[src/source/cmul_defines.svh]
`ifndef CMUL_DEFINES_SVH
`define CMUL_DEFINES_SVH

// datapath widths
`define CMUL_DWIDTH      8           // operand element width, also the memory byte
`define CMUL_RWIDTH      18          // result element width
`define CMUL_AW          16          // system and memory address width
`define CMUL_REG_DW      16          // apb data and register width

// register file placement
`define CMUL_APB_BADDR   16'h0000    // base of the register window

// per-operation memory traffic
`define CMUL_OP_BYTES    4           // bytes read per operation
`define CMUL_RES_BYTES   6           // bytes written per operation
`define CMUL_OP_STRIDE   2           // operand address step
`define CMUL_RES_STRIDE  6           // result address step

`endif

[src/source/cmul_arith_pkg.sv]
`default_nettype none

`include "cmul_defines.svh"

package cmul_arith_pkg;

    // one complex element as read from memory
    typedef struct packed {
        logic signed [`CMUL_DWIDTH-1:0] re;     // real part
        logic signed [`CMUL_DWIDTH-1:0] im;     // imaginary part
    } cplx_op_t;

    // both factors of one multiplication, 32 bits
    typedef struct packed {
        cplx_op_t a;                            // operand 1
        cplx_op_t b;                            // operand 2
    } operand_t;

    // product, 36 bits
    typedef struct packed {
        logic signed [`CMUL_RWIDTH-1:0] re;     // ar*br - ai*bi
        logic signed [`CMUL_RWIDTH-1:0] im;     // ar*bi + ai*br
    } result_t;

endpackage

`default_nettype wire

[src/source/cmul_ctrl_pkg.sv]
`default_nettype none

`include "cmul_defines.svh"

package cmul_ctrl_pkg;

    // offsets from CMUL_APB_BADDR
    typedef enum logic [`CMUL_AW-1:0] {
        REG_OP1_ADDR = `CMUL_AW'(0),            // operand 1 base, rw
        REG_OP2_ADDR = `CMUL_AW'(1),            // operand 2 base, rw
        REG_RES_ADDR = `CMUL_AW'(2),            // result base, rw
        REG_NO_OP    = `CMUL_AW'(3),            // operation count, rw
        REG_START    = `CMUL_AW'(4),            // start bit, write only
        REG_DONE     = `CMUL_AW'(5),            // done bit, rw
        REG_STATE    = `CMUL_AW'(6)             // sequencer state, read only
    } reg_offset_e;

    typedef enum logic [1:0] {
        IDLE   = 2'd0,                          // waiting for start
        RD_OPS = 2'd1,                          // fetching operand bytes
        WORK   = 2'd2,                          // waiting on the multiplier
        WR_RES = 2'd3                           // storing result bytes
    } seq_state_e;

    // software visible configuration, 64 bits
    typedef struct packed {
        logic [`CMUL_REG_DW-1:0] op1_addr;      // current operand 1 address
        logic [`CMUL_REG_DW-1:0] op2_addr;      // current operand 2 address
        logic [`CMUL_REG_DW-1:0] res_addr;      // current result address
        logic [`CMUL_REG_DW-1:0] no_op;         // operations per batch
    } cfg_t;

endpackage

`default_nettype wire

[src/source/cmul_slice.sv]
`timescale 1ns/1ps
`default_nettype none

module cmul_slice #(
    parameter type payload_t = logic    // carried item
) (
    input  logic     clk,
    input  logic     rst_n,
    input  logic     in_valid,
    input  payload_t in_data,
    output logic     in_ready,
    output logic     out_valid,
    output payload_t out_data,
    input  logic     out_ready
);

    logic     full;     // entry occupied
    payload_t data_q;   // stored item

    // accept when empty or when the held item leaves this cycle
    assign in_ready  = ~full | out_ready;
    assign out_valid = full;
    assign out_data  = data_q;

    always_ff @(posedge clk or negedge rst_n) begin
        if (!rst_n)
            full <= 1'b0;
        else if (in_valid && in_ready)
            full <= 1'b1;
        else if (out_ready)
            full <= 1'b0;   // drained with nothing behind it
    end

    always_ff @(posedge clk) begin
        if (in_valid && in_ready) data_q <= in_data;
    end

endmodule

`default_nettype wire

[src/source/cmul_datapath.sv]
`timescale 1ns/1ps
`default_nettype none

`include "cmul_defines.svh"

module cmul_datapath (
    input  logic                      clk,
    input  logic                      rst_n,
    input  logic                      op_valid,
    input  cmul_arith_pkg::operand_t  op_data,
    output logic                      op_ready,
    output logic                      res_valid,
    output cmul_arith_pkg::result_t   res_data,
    input  logic                      res_ready
);
    import cmul_arith_pkg::*;

    localparam int PW  = 2 * `CMUL_DWIDTH;     // product width
    localparam int EXT = `CMUL_RWIDTH - PW;    // sign extension bits

    operand_t             ops;          // registered operands
    logic                 ops_valid;
    logic                 mid_ready;    // output slice can take a result
    result_t              prod;
    logic signed [PW-1:0] p_rr, p_ii, p_ri, p_ir;

    cmul_slice #(.payload_t(operand_t)) in_slice (
        .clk       (clk),
        .rst_n     (rst_n),
        .in_valid  (op_valid),
        .in_data   (op_data),
        .in_ready  (op_ready),
        .out_valid (ops_valid),
        .out_data  (ops),
        .out_ready (mid_ready)      // stalls behind a held result
    );

    // four signed 8x8 products
    assign p_rr = ops.a.re * ops.b.re;
    assign p_ii = ops.a.im * ops.b.im;
    assign p_ri = ops.a.re * ops.b.im;
    assign p_ir = ops.a.im * ops.b.re;

    assign prod.re = {{EXT{p_rr[PW-1]}}, p_rr} - {{EXT{p_ii[PW-1]}}, p_ii};
    assign prod.im = {{EXT{p_ri[PW-1]}}, p_ri} + {{EXT{p_ir[PW-1]}}, p_ir};

    cmul_slice #(.payload_t(result_t)) out_slice (
        .clk       (clk),
        .rst_n     (rst_n),
        .in_valid  (ops_valid),
        .in_data   (prod),
        .in_ready  (mid_ready),
        .out_valid (res_valid),
        .out_data  (res_data),
        .out_ready (res_ready)
    );

endmodule

`default_nettype wire

[src/source/cmul_apb_regs.sv]
`timescale 1ns/1ps
`default_nettype none

`include "cmul_defines.svh"

module cmul_apb_regs (
    input  logic                       clk,
    input  logic                       rst_n,
    input  logic [`CMUL_AW-1:0]        paddr,
    input  logic                       psel,
    input  logic                       penable,
    input  logic                       pwrite,
    input  logic [`CMUL_REG_DW-1:0]    pwdata,
    input  cmul_ctrl_pkg::seq_state_e  state,
    input  logic                       finish,
    input  logic                       op_done,
    output logic [`CMUL_REG_DW-1:0]    prdata,
    output logic                       pready,
    output logic                       pslverr,
    output cmul_ctrl_pkg::cfg_t        cfg,
    output logic                       start
);
    import cmul_ctrl_pkg::*;

    localparam logic [`CMUL_REG_DW-1:0] OP_STEP  = `CMUL_REG_DW'(`CMUL_OP_STRIDE);
    localparam logic [`CMUL_REG_DW-1:0] RES_STEP = `CMUL_REG_DW'(`CMUL_RES_STRIDE);

    logic [`CMUL_AW-1:0]     offs;      // offset inside the register window
    logic                    setup;     // first apb cycle
    logic                    wr_sel;    // setup phase write
    logic                    rd_sel;    // setup phase read
    logic                    wr_ok;     // offset is writable
    logic                    rd_ok;     // offset is readable
    logic                    done;      // batch complete flag
    logic [`CMUL_REG_DW-1:0] rd_mux;    // read data before the register

    assign pready = 1'b1;               // no wait states
    assign offs   = paddr - `CMUL_APB_BADDR;
    assign setup  = psel & ~penable;
    assign wr_sel = setup & pwrite;
    assign rd_sel = setup & ~pwrite;

    // access rights per offset, anything else is unmapped
    always_comb begin
        wr_ok = 1'b0;
        rd_ok = 1'b0;
        case (offs)
            REG_OP1_ADDR, REG_OP2_ADDR, REG_RES_ADDR, REG_NO_OP, REG_DONE: begin
                wr_ok = 1'b1;
                rd_ok = 1'b1;
            end
            REG_START: wr_ok = 1'b1;                    // reads of start are errors
            REG_STATE: rd_ok = 1'b1;                    // state is read only
            default:   ;
        endcase
    end

    always_comb begin
        case (offs)
            REG_OP1_ADDR: rd_mux = cfg.op1_addr;
            REG_OP2_ADDR: rd_mux = cfg.op2_addr;
            REG_RES_ADDR: rd_mux = cfg.res_addr;
            REG_NO_OP:    rd_mux = cfg.no_op;
            REG_DONE:     rd_mux = {{(`CMUL_REG_DW-1){1'b0}}, done};
            REG_STATE:    rd_mux = {{(`CMUL_REG_DW-2){1'b0}}, state};  // zero extended
            default:      rd_mux = '0;
        endcase
    end

    // cpu write wins over the per-operation step
    always_ff @(posedge clk or negedge rst_n) begin
        if (!rst_n) begin
            cfg <= '0;
        end else begin
            if (wr_sel && offs == REG_OP1_ADDR) cfg.op1_addr <= pwdata;
            else if (op_done)                   cfg.op1_addr <= cfg.op1_addr + OP_STEP;
            if (wr_sel && offs == REG_OP2_ADDR) cfg.op2_addr <= pwdata;
            else if (op_done)                   cfg.op2_addr <= cfg.op2_addr + OP_STEP;
            if (wr_sel && offs == REG_RES_ADDR) cfg.res_addr <= pwdata;
            else if (op_done)                   cfg.res_addr <= cfg.res_addr + RES_STEP;
            if (wr_sel && offs == REG_NO_OP)    cfg.no_op    <= pwdata;
        end
    end

    always_ff @(posedge clk or negedge rst_n) begin
        if (!rst_n) begin
            start   <= 1'b0;
            done    <= 1'b0;
            pslverr <= 1'b0;
            prdata  <= '0;
        end else begin
            // single cycle pulse, only honoured while idle
            start   <= wr_sel && (offs == REG_START) && pwdata[0] && (state == IDLE);
            if (wr_sel && offs == REG_DONE) done <= pwdata[0];   // software clear
            else if (finish)                done <= 1'b1;
            pslverr <= setup && !(pwrite ? wr_ok : rd_ok);       // seen in access phase
            if (rd_sel) prdata <= rd_mux;
        end
    end

endmodule

`default_nettype wire

[src/source/cmul_sequencer.sv]
`timescale 1ns/1ps
`default_nettype none

`include "cmul_defines.svh"

module cmul_sequencer (
    input  logic                       clk,
    input  logic                       rst_n,
    input  cmul_ctrl_pkg::cfg_t        cfg,
    input  logic                       start,
    input  logic [`CMUL_DWIDTH-1:0]    mem_rd_data,
    input  logic                       op_ready,
    input  logic                       res_valid,
    input  cmul_arith_pkg::result_t    res_data,
    output cmul_ctrl_pkg::seq_state_e  state,
    output logic                       finish,
    output logic                       op_done,
    output logic                       mem_ce,
    output logic                       mem_we,
    output logic [`CMUL_AW-1:0]        mem_addr,
    output logic [`CMUL_DWIDTH-1:0]    mem_wr_data,
    output logic                       op_valid,
    output cmul_arith_pkg::operand_t   op_data,
    output logic                       res_ready
);
    import cmul_ctrl_pkg::*;

    localparam logic [2:0] RD_LAST = 3'(`CMUL_OP_BYTES - 1);    // index of op2 imaginary
    localparam logic [2:0] WR_LAST = 3'(`CMUL_RES_BYTES - 1);   // index of top imaginary byte
    localparam int         PAD     = 3 * `CMUL_DWIDTH - `CMUL_RWIDTH;

    logic [2:0]              byte_cnt;  // byte index within read or write burst
    logic [`CMUL_REG_DW-1:0] op_cnt;    // operations finished in this batch
    logic [`CMUL_REG_DW-1:0] op_cnt_nx;
    logic                    rd_last;   // last operand read issued
    logic                    wr_act;    // result byte write this cycle
    logic                    wr_last;   // sixth result byte
    logic                    wr_gap;    // turnaround before the next fetch
    logic                    last_op;   // current operation ends the batch
    logic                    rd_vld_q;  // read data arrives this cycle
    logic [1:0]              rd_idx_q;  // which operand byte it is

    assign op_cnt_nx = op_cnt + 1'b1;
    assign last_op   = (op_cnt_nx >= cfg.no_op);      // no_op of 0 still runs once
    assign rd_last   = (state == RD_OPS) && (byte_cnt == RD_LAST);
    assign wr_act    = (state == WR_RES) && (byte_cnt <= WR_LAST);
    assign wr_last   = (state == WR_RES) && (byte_cnt == WR_LAST);
    assign wr_gap    = (state == WR_RES) && (byte_cnt == WR_LAST + 3'd1);
    assign finish    = wr_last & last_op;
    assign op_done   = wr_last & ~last_op;
    assign res_ready = wr_last;                       // release the result with its last byte
    assign mem_ce    = (state == RD_OPS) | wr_act;
    assign mem_we    = wr_act;

    always_ff @(posedge clk or negedge rst_n) begin
        if (!rst_n) begin
            state    <= IDLE;
            byte_cnt <= '0;
        end else begin
            case (state)
                IDLE: begin
                    if (start) state <= RD_OPS;
                    byte_cnt <= '0;
                end
                RD_OPS: begin
                    if (rd_last) begin
                        state    <= WORK;
                        byte_cnt <= '0;
                    end else begin
                        byte_cnt <= byte_cnt + 3'd1;
                    end
                end
                WORK: if (res_valid) state <= WR_RES;   // result waits in the output slice
                WR_RES: begin
                    if (finish) begin
                        state    <= IDLE;
                        byte_cnt <= '0;
                    end else if (wr_gap) begin
                        state    <= RD_OPS;             // stepped addresses now visible
                        byte_cnt <= '0;
                    end else begin
                        byte_cnt <= byte_cnt + 3'd1;
                    end
                end
            endcase
        end
    end

    always_ff @(posedge clk or negedge rst_n) begin
        if (!rst_n) begin
            op_cnt   <= '0;
            rd_vld_q <= 1'b0;
            rd_idx_q <= '0;
            op_valid <= 1'b0;
        end else begin
            if (start)        op_cnt <= '0;
            else if (op_done) op_cnt <= op_cnt_nx;
            rd_vld_q <= (state == RD_OPS);              // one cycle read latency
            rd_idx_q <= byte_cnt[1:0];
            if (rd_vld_q && rd_idx_q == RD_LAST[1:0]) op_valid <= 1'b1;
            else if (op_ready)                        op_valid <= 1'b0;
        end
    end

    // operand bytes land as they come back, held until accepted
    always_ff @(posedge clk) begin
        if (rd_vld_q) begin
            case (rd_idx_q)
                2'd0: op_data.a.re <= mem_rd_data;
                2'd1: op_data.a.im <= mem_rd_data;
                2'd2: op_data.b.re <= mem_rd_data;
                2'd3: op_data.b.im <= mem_rd_data;
            endcase
        end
    end

    always_comb begin
        if (state == RD_OPS)    // op1 pair first, then op2 pair
            mem_addr = (byte_cnt[1] ? cfg.op2_addr : cfg.op1_addr)
                     + {{(`CMUL_AW-1){1'b0}}, byte_cnt[0]};
        else
            mem_addr = cfg.res_addr + {{(`CMUL_AW-3){1'b0}}, byte_cnt};
    end

    // little endian, top two bits of each part zero filled to a byte
    always_comb begin
        case (byte_cnt)
            3'd0:    mem_wr_data = res_data.re[`CMUL_DWIDTH-1:0];
            3'd1:    mem_wr_data = res_data.re[2*`CMUL_DWIDTH-1:`CMUL_DWIDTH];
            3'd2:    mem_wr_data = {{PAD{1'b0}}, res_data.re[`CMUL_RWIDTH-1:2*`CMUL_DWIDTH]};
            3'd3:    mem_wr_data = res_data.im[`CMUL_DWIDTH-1:0];
            3'd4:    mem_wr_data = res_data.im[2*`CMUL_DWIDTH-1:`CMUL_DWIDTH];
            default: mem_wr_data = {{PAD{1'b0}}, res_data.im[`CMUL_RWIDTH-1:2*`CMUL_DWIDTH]};
        endcase
    end

endmodule

`default_nettype wire

[src/source/cmul_top.sv]
`timescale 1ns/1ps
`default_nettype none

`include "cmul_defines.svh"

module cmul_top (
    input  logic                     clk,
    input  logic                     rst_n,
    input  logic [`CMUL_AW-1:0]      paddr,
    input  logic                     psel,
    input  logic                     penable,
    input  logic                     pwrite,
    input  logic [`CMUL_REG_DW-1:0]  pwdata,
    output logic [`CMUL_REG_DW-1:0]  prdata,
    output logic                     pready,
    output logic                     pslverr,
    output logic                     mem_ce,
    output logic                     mem_we,
    output logic [`CMUL_AW-1:0]      mem_addr,
    output logic [`CMUL_DWIDTH-1:0]  mem_wr_data,
    input  logic [`CMUL_DWIDTH-1:0]  mem_rd_data
);
    import cmul_ctrl_pkg::*;
    import cmul_arith_pkg::*;

    cfg_t       cfg;                    // live register values
    seq_state_e state;
    logic       start, finish, op_done;
    logic       op_valid, op_ready, res_valid, res_ready;
    operand_t   op_data;
    result_t    res_data;

    cmul_apb_regs regs_inst (
        .clk (clk), .rst_n (rst_n),
        .paddr (paddr), .psel (psel), .penable (penable), .pwrite (pwrite),
        .pwdata (pwdata), .prdata (prdata), .pready (pready), .pslverr (pslverr),
        .state (state), .finish (finish), .op_done (op_done),
        .cfg (cfg), .start (start)
    );

    cmul_sequencer seq_inst (
        .clk (clk), .rst_n (rst_n), .cfg (cfg), .start (start),
        .state (state), .finish (finish), .op_done (op_done),
        .mem_ce (mem_ce), .mem_we (mem_we), .mem_addr (mem_addr),
        .mem_wr_data (mem_wr_data), .mem_rd_data (mem_rd_data),
        .op_valid (op_valid), .op_ready (op_ready), .op_data (op_data),
        .res_valid (res_valid), .res_ready (res_ready), .res_data (res_data)
    );

    cmul_datapath dp_inst (
        .clk (clk), .rst_n (rst_n),
        .op_valid (op_valid), .op_data (op_data), .op_ready (op_ready),
        .res_valid (res_valid), .res_data (res_data), .res_ready (res_ready)
    );

endmodule

`default_nettype wire

[config.mk]
export PLATFORM = sky130hd
export DESIGN_NAME = cmul_top
export DESIGN_NICKNAME = d
export VERILOG_FILES = /design/src/source/cmul_arith_pkg.sv /design/src/source/cmul_ctrl_pkg.sv /design/src/source/cmul_slice.sv /design/src/source/cmul_datapath.sv /design/src/source/cmul_apb_regs.sv /design/src/source/cmul_sequencer.sv /design/src/source/cmul_top.sv
export VERILOG_INCLUDE_DIRS = /design/src /design/src/source
export SDC_FILE = /design/constraint.sdc
export NUM_CORES = 1
export LEC_CHECK = 0
export BUFFER_PORTS_ARGS = -buffer_cell sky130_fd_sc_hd__buf_2
export CORE_MARGIN = 2
export CORE_UTILIZATION = 69
export CTS_CLUSTER_SIZE = 28
export DETAILED_ROUTE_END_ITERATION = 16
export GPL_TIMING_DRIVEN = 0
export PLACE_DENSITY = 0.95
export SETUP_SLACK_MARGIN = 0.4
export SLEW_MARGIN = 20
export SYNTH_ARGS = -nofsm -noshare
export SYNTH_HDL_FRONTEND = slang
export SYNTH_SLANG_ARGS = --single-unit
[constraint.sdc]
create_clock -name clk -period 18.4 [get_ports clk]
set_clock_uncertainty 0.2 [all_clocks]
set_input_delay 0.92 -clock clk [delete_from_list [all_inputs] [get_ports clk]]
set_output_delay 0.92 -clock clk [all_outputs]
set_load 0.02 [all_outputs]
==> run_results.csv <==
group,metric,value,unit
critical_path,reg2reg_from,"dp_inst.in_slice.out_data[1]",
grt,grt_pass1_wl,100.4,mm
routing,dr_wl_met3,9.141,mm
synth,ys_seq_area_share,26.33,%
critical_path,cp.arrival,7.24,ns
synth,yosys.area.top_type,"fa_1",
routing,drc_errors,0,
cells_and_area,area.growth.synth_to_final,8.614,%
placed_design,dp_slack,11.35,ns
die,die_y,181.0,um
routing,first_pass_iters,7,
clock_network,post_cts.resized_instances,0,
clock_network,post_cts_buffers,0,
clock_network,cts_hold_buf,0,
die,num_rows,64,
timing,final-setup-viol-count,0,
synth,synth_seq_cells,208,
grt,grt_pass1_vias,18854,
routing,wl_per_cell,24.09,um
cells_and_area,final_cell_mix,"369 x inv_1, 280 x fa_1, 167 x nand2_1, 146 x and2_1, 145 x ha_1",
die,die_area,32780,um^2
cells_and_area,nNetsFinal,2705,
cells_and_area,multiInputGateArea,14210,um^2
synth,synth_edf_count,98,
synth,avgSynthCellArea,10.21,um^2
synth,synthCells,2119,
routing,drt_iter0_markers,2310,
placed_design,portBuffers,86,
synth,synth_nets,2589,
cells_and_area,register_area,5695,um^2
synth,ys_warn_count,0,
synth,synth_flop_cell,"dfrtp_1",
routing,postRouteAntennaNets,0,
cells_and_area,layout_commonest_cell,"inv_1",
synth,synth_area_leaders,"fa_1 26%, edfxtp_1 14%, dfrtp_1 13%, ha_1 8.4%, inv_1 6.4%",
timing,fin_crit,7.169,ns
cells_and_area,finalNonFillerCells,2652,
die,ioPinCount,89,
critical_path,slowest_delay,0.64,ns
critical_path,crit_start,"dp_inst.in_slice.out_data[1]",
routing,wl_met2,28.65,mm
clock_network,cts_tree,"done",
clock_network,cts_buffers,24,
critical_path,cp-start-kind,"register",
clock_network,cts_max_level,1,
routing,drt_wl_total,63.87,mm
placed_design,place_inst,2605,
critical_path,r2r_cells,19,
timing,grt_setup_unrepaired,"no",
timing,finalMaxSlewViolations,0,
placed_design,dp_hpwl,48.06,mm
critical_path,r2r_slack,11.23,ns
worst_hold_path,hold_path.class,"in -> async",
critical_path,crit_path_end_kind,"register",
critical_path,path_max_fanout,10,
die,fp.dieW,181.0,um
routing,viasPerCell,6.547,
routing,dr_total_vias,17363,
die,core,30750,um^2
routing,wl_met1,20.89,mm
critical_path,cpMostUsedCell,"fa_1",
cells_and_area,fill_cells,1771,
critical_path,r2r-end,"dp_inst.out_slice.out_data[16]",
synth,synth.top_cell.area_share,25.92,%
timing,fin_crit_sh,38.96,%
placed_design,place_congestion,1.083,
synth,synthArstFlopShare,52.88,%
critical_path,worstSetupPathType,"reg -> reg",
grt,grt_max_degree,70,
grt,antenna_found_initial,4,
critical_path,path_cells,"clkbuf_1 -> nand2_1 -> inv_1 -> fa_1 -> inv_1 -> fa_1 -> inv_1 -> fa_1 -> fa_1 -> fa_1 -> inv_1 -> fa_1 -> inv_1 -> ha_1 -> nand3_1 -> a211o_1 -> a311o_1 -> o21ai_0 -> xnor2_1",
cells_and_area,layout-drive-gt1-share,9.454,%
clock_network,path_clk_slew,0.06,ns
timing,worst_pin_slew,0.9888,ns
clock_network,clockRootBuffer,"clkbuf_16",
outcome,status,"completed",
synth,synth.cell_area,21630,um^2
critical_path,slowest_stage,"edfxtp_1",
cells_and_area,design_area,23490,um^2
timing,finalHoldViolCount,0,
timing,slew_headroom,33.38,%
routing,routed.top_layer,"met5",
synth,ys_types,74,
die,start_util,70.34,%
grt,grt.total_usage,40.21,%
flow_run,drv_cap,0,
timing,setup_tns,0,ns
timing,max_freq,139.5,MHz
clock_network,cts.sinks,208,
timing,worst_slack,11.23,ns
clock_network,insertion_delay,0.56,ns
grt,grt-ovfl-total,0,
critical_path,worst_ep_required_time,18.47,ns
clock_network,cts_buffer_depth,3,
placed_design,placed_area,22660,um^2
## synth_stat cells (10+ instances only)
cell type and number:
clkbuf_1 72, mux2_2 19, xor2_1 27, a22o_1 14, nor2_1 117, nand3b_1 11, dfrtp_1 110, a2111oi_2 22
xnor2_1 103, nand2_1 167, and3_1 10, fa_1 280, a31oi_1 11, mux2i_1 18, inv_1 369, o21ai_0 47
a21o_1 14, nand3_1 34, and2_1 147, o31ai_1 15, ha_1 145, nand2b_1 17, mux4_2 15, a211oi_1 23
a21oi_1 50, o21ai_1 11, edfxtp_1 98, nor3_1 15
## critical path: cells and delay by family, from the launching register on
| family | cells | cell delay (ns) |
|---|---|---|
| compound gates | 3 | 0.93 |
| xor+xnor | 1 | 0.34 |
| fa+ha+maj | 7 | 3.33 |
| buf+inv | 6 | 1.16 |
| flops | 1 | 0.64 |
| simple gates | 2 | 0.32 |
## per-layer routing
metal | up-vias | GRT usage, %
met1 | 8349 | 47.31
met4 | 4 | 25.17
li1 | 7145 | -
met2 | 1424 | 63.26
met5 | - | 0
met3 | 441 | 14.55
## how the worst max path moves through the flow
| stage | cells past startpoint | to | slack, ns |
|---|---|---|---|
| floorplan | 20 | dp_inst.out_slice.out_data[34] | 12.46 |
| global placement | 20 | dp_inst.out_slice.out_data[34] | 11.59 |
| detailed placement | 19 | dp_inst.out_slice.out_data[16] | 11.35 |
| CTS | 19 | dp_inst.out_slice.out_data[16] | 11.32 |
| global route | 19 | dp_inst.out_slice.out_data[16] | 10.98 |
| finish | 19 | dp_inst.out_slice.out_data[16] | 11.23 |
## registers in the layout, indices dropped and copies added, names as in the netlist, 2 cells and up
signal	flops
seq_inst.op_data	32
seq_inst.byte_cnt	3
regs_inst.cfg	64
dp_inst.in_slice.out_data	32
seq_inst.op_cnt	16
seq_inst.rd_idx_q	2
seq_inst.state	2
dp_inst.out_slice.out_data	34
regs_inst.prdata	16
## cell type report
class	instances	share of cell area (%)
Multi-Input combinational cell	1452	60.51
Sequential cell	208	24.24
Inverter	369	5.896
Clock buffer	29	2.818
Timing Repair Buffer	90	2.210
Tap cell	396	2.109
Buffer	90	1.534
Clock inverter	15	0.6498
Antenna cell	3	0.03196
## cell families after synthesis
group / Yosys count / synth area share, %
other: 1 / 0.01734
and+or+nand+nor: 575 / 13.37
adders and majority gates: 425 / 34.31
buffers and inverters: 459 / 8.070
AOI/OAI and AO/OA: 269 / 9.250
DFF: 208 / 26.33
muxes: 52 / 3.384
xor gates and xnor gates: 130 / 5.264
## stage by stage
stage          utilization [%]  hold slack (ns)
2_1_floorplan                -           0.2003
5_1_grt                  76.38           0.1215
3_5_place_dp             73.69           0.2045
3_3_place_gp             73.35           0.2004
6_report                 76.40          0.08407
4_1_cts                  76.34           0.1084
Power is not shown: default switching activity piles up to over one toggle a cycle in this logic, so the estimate is an artifact.
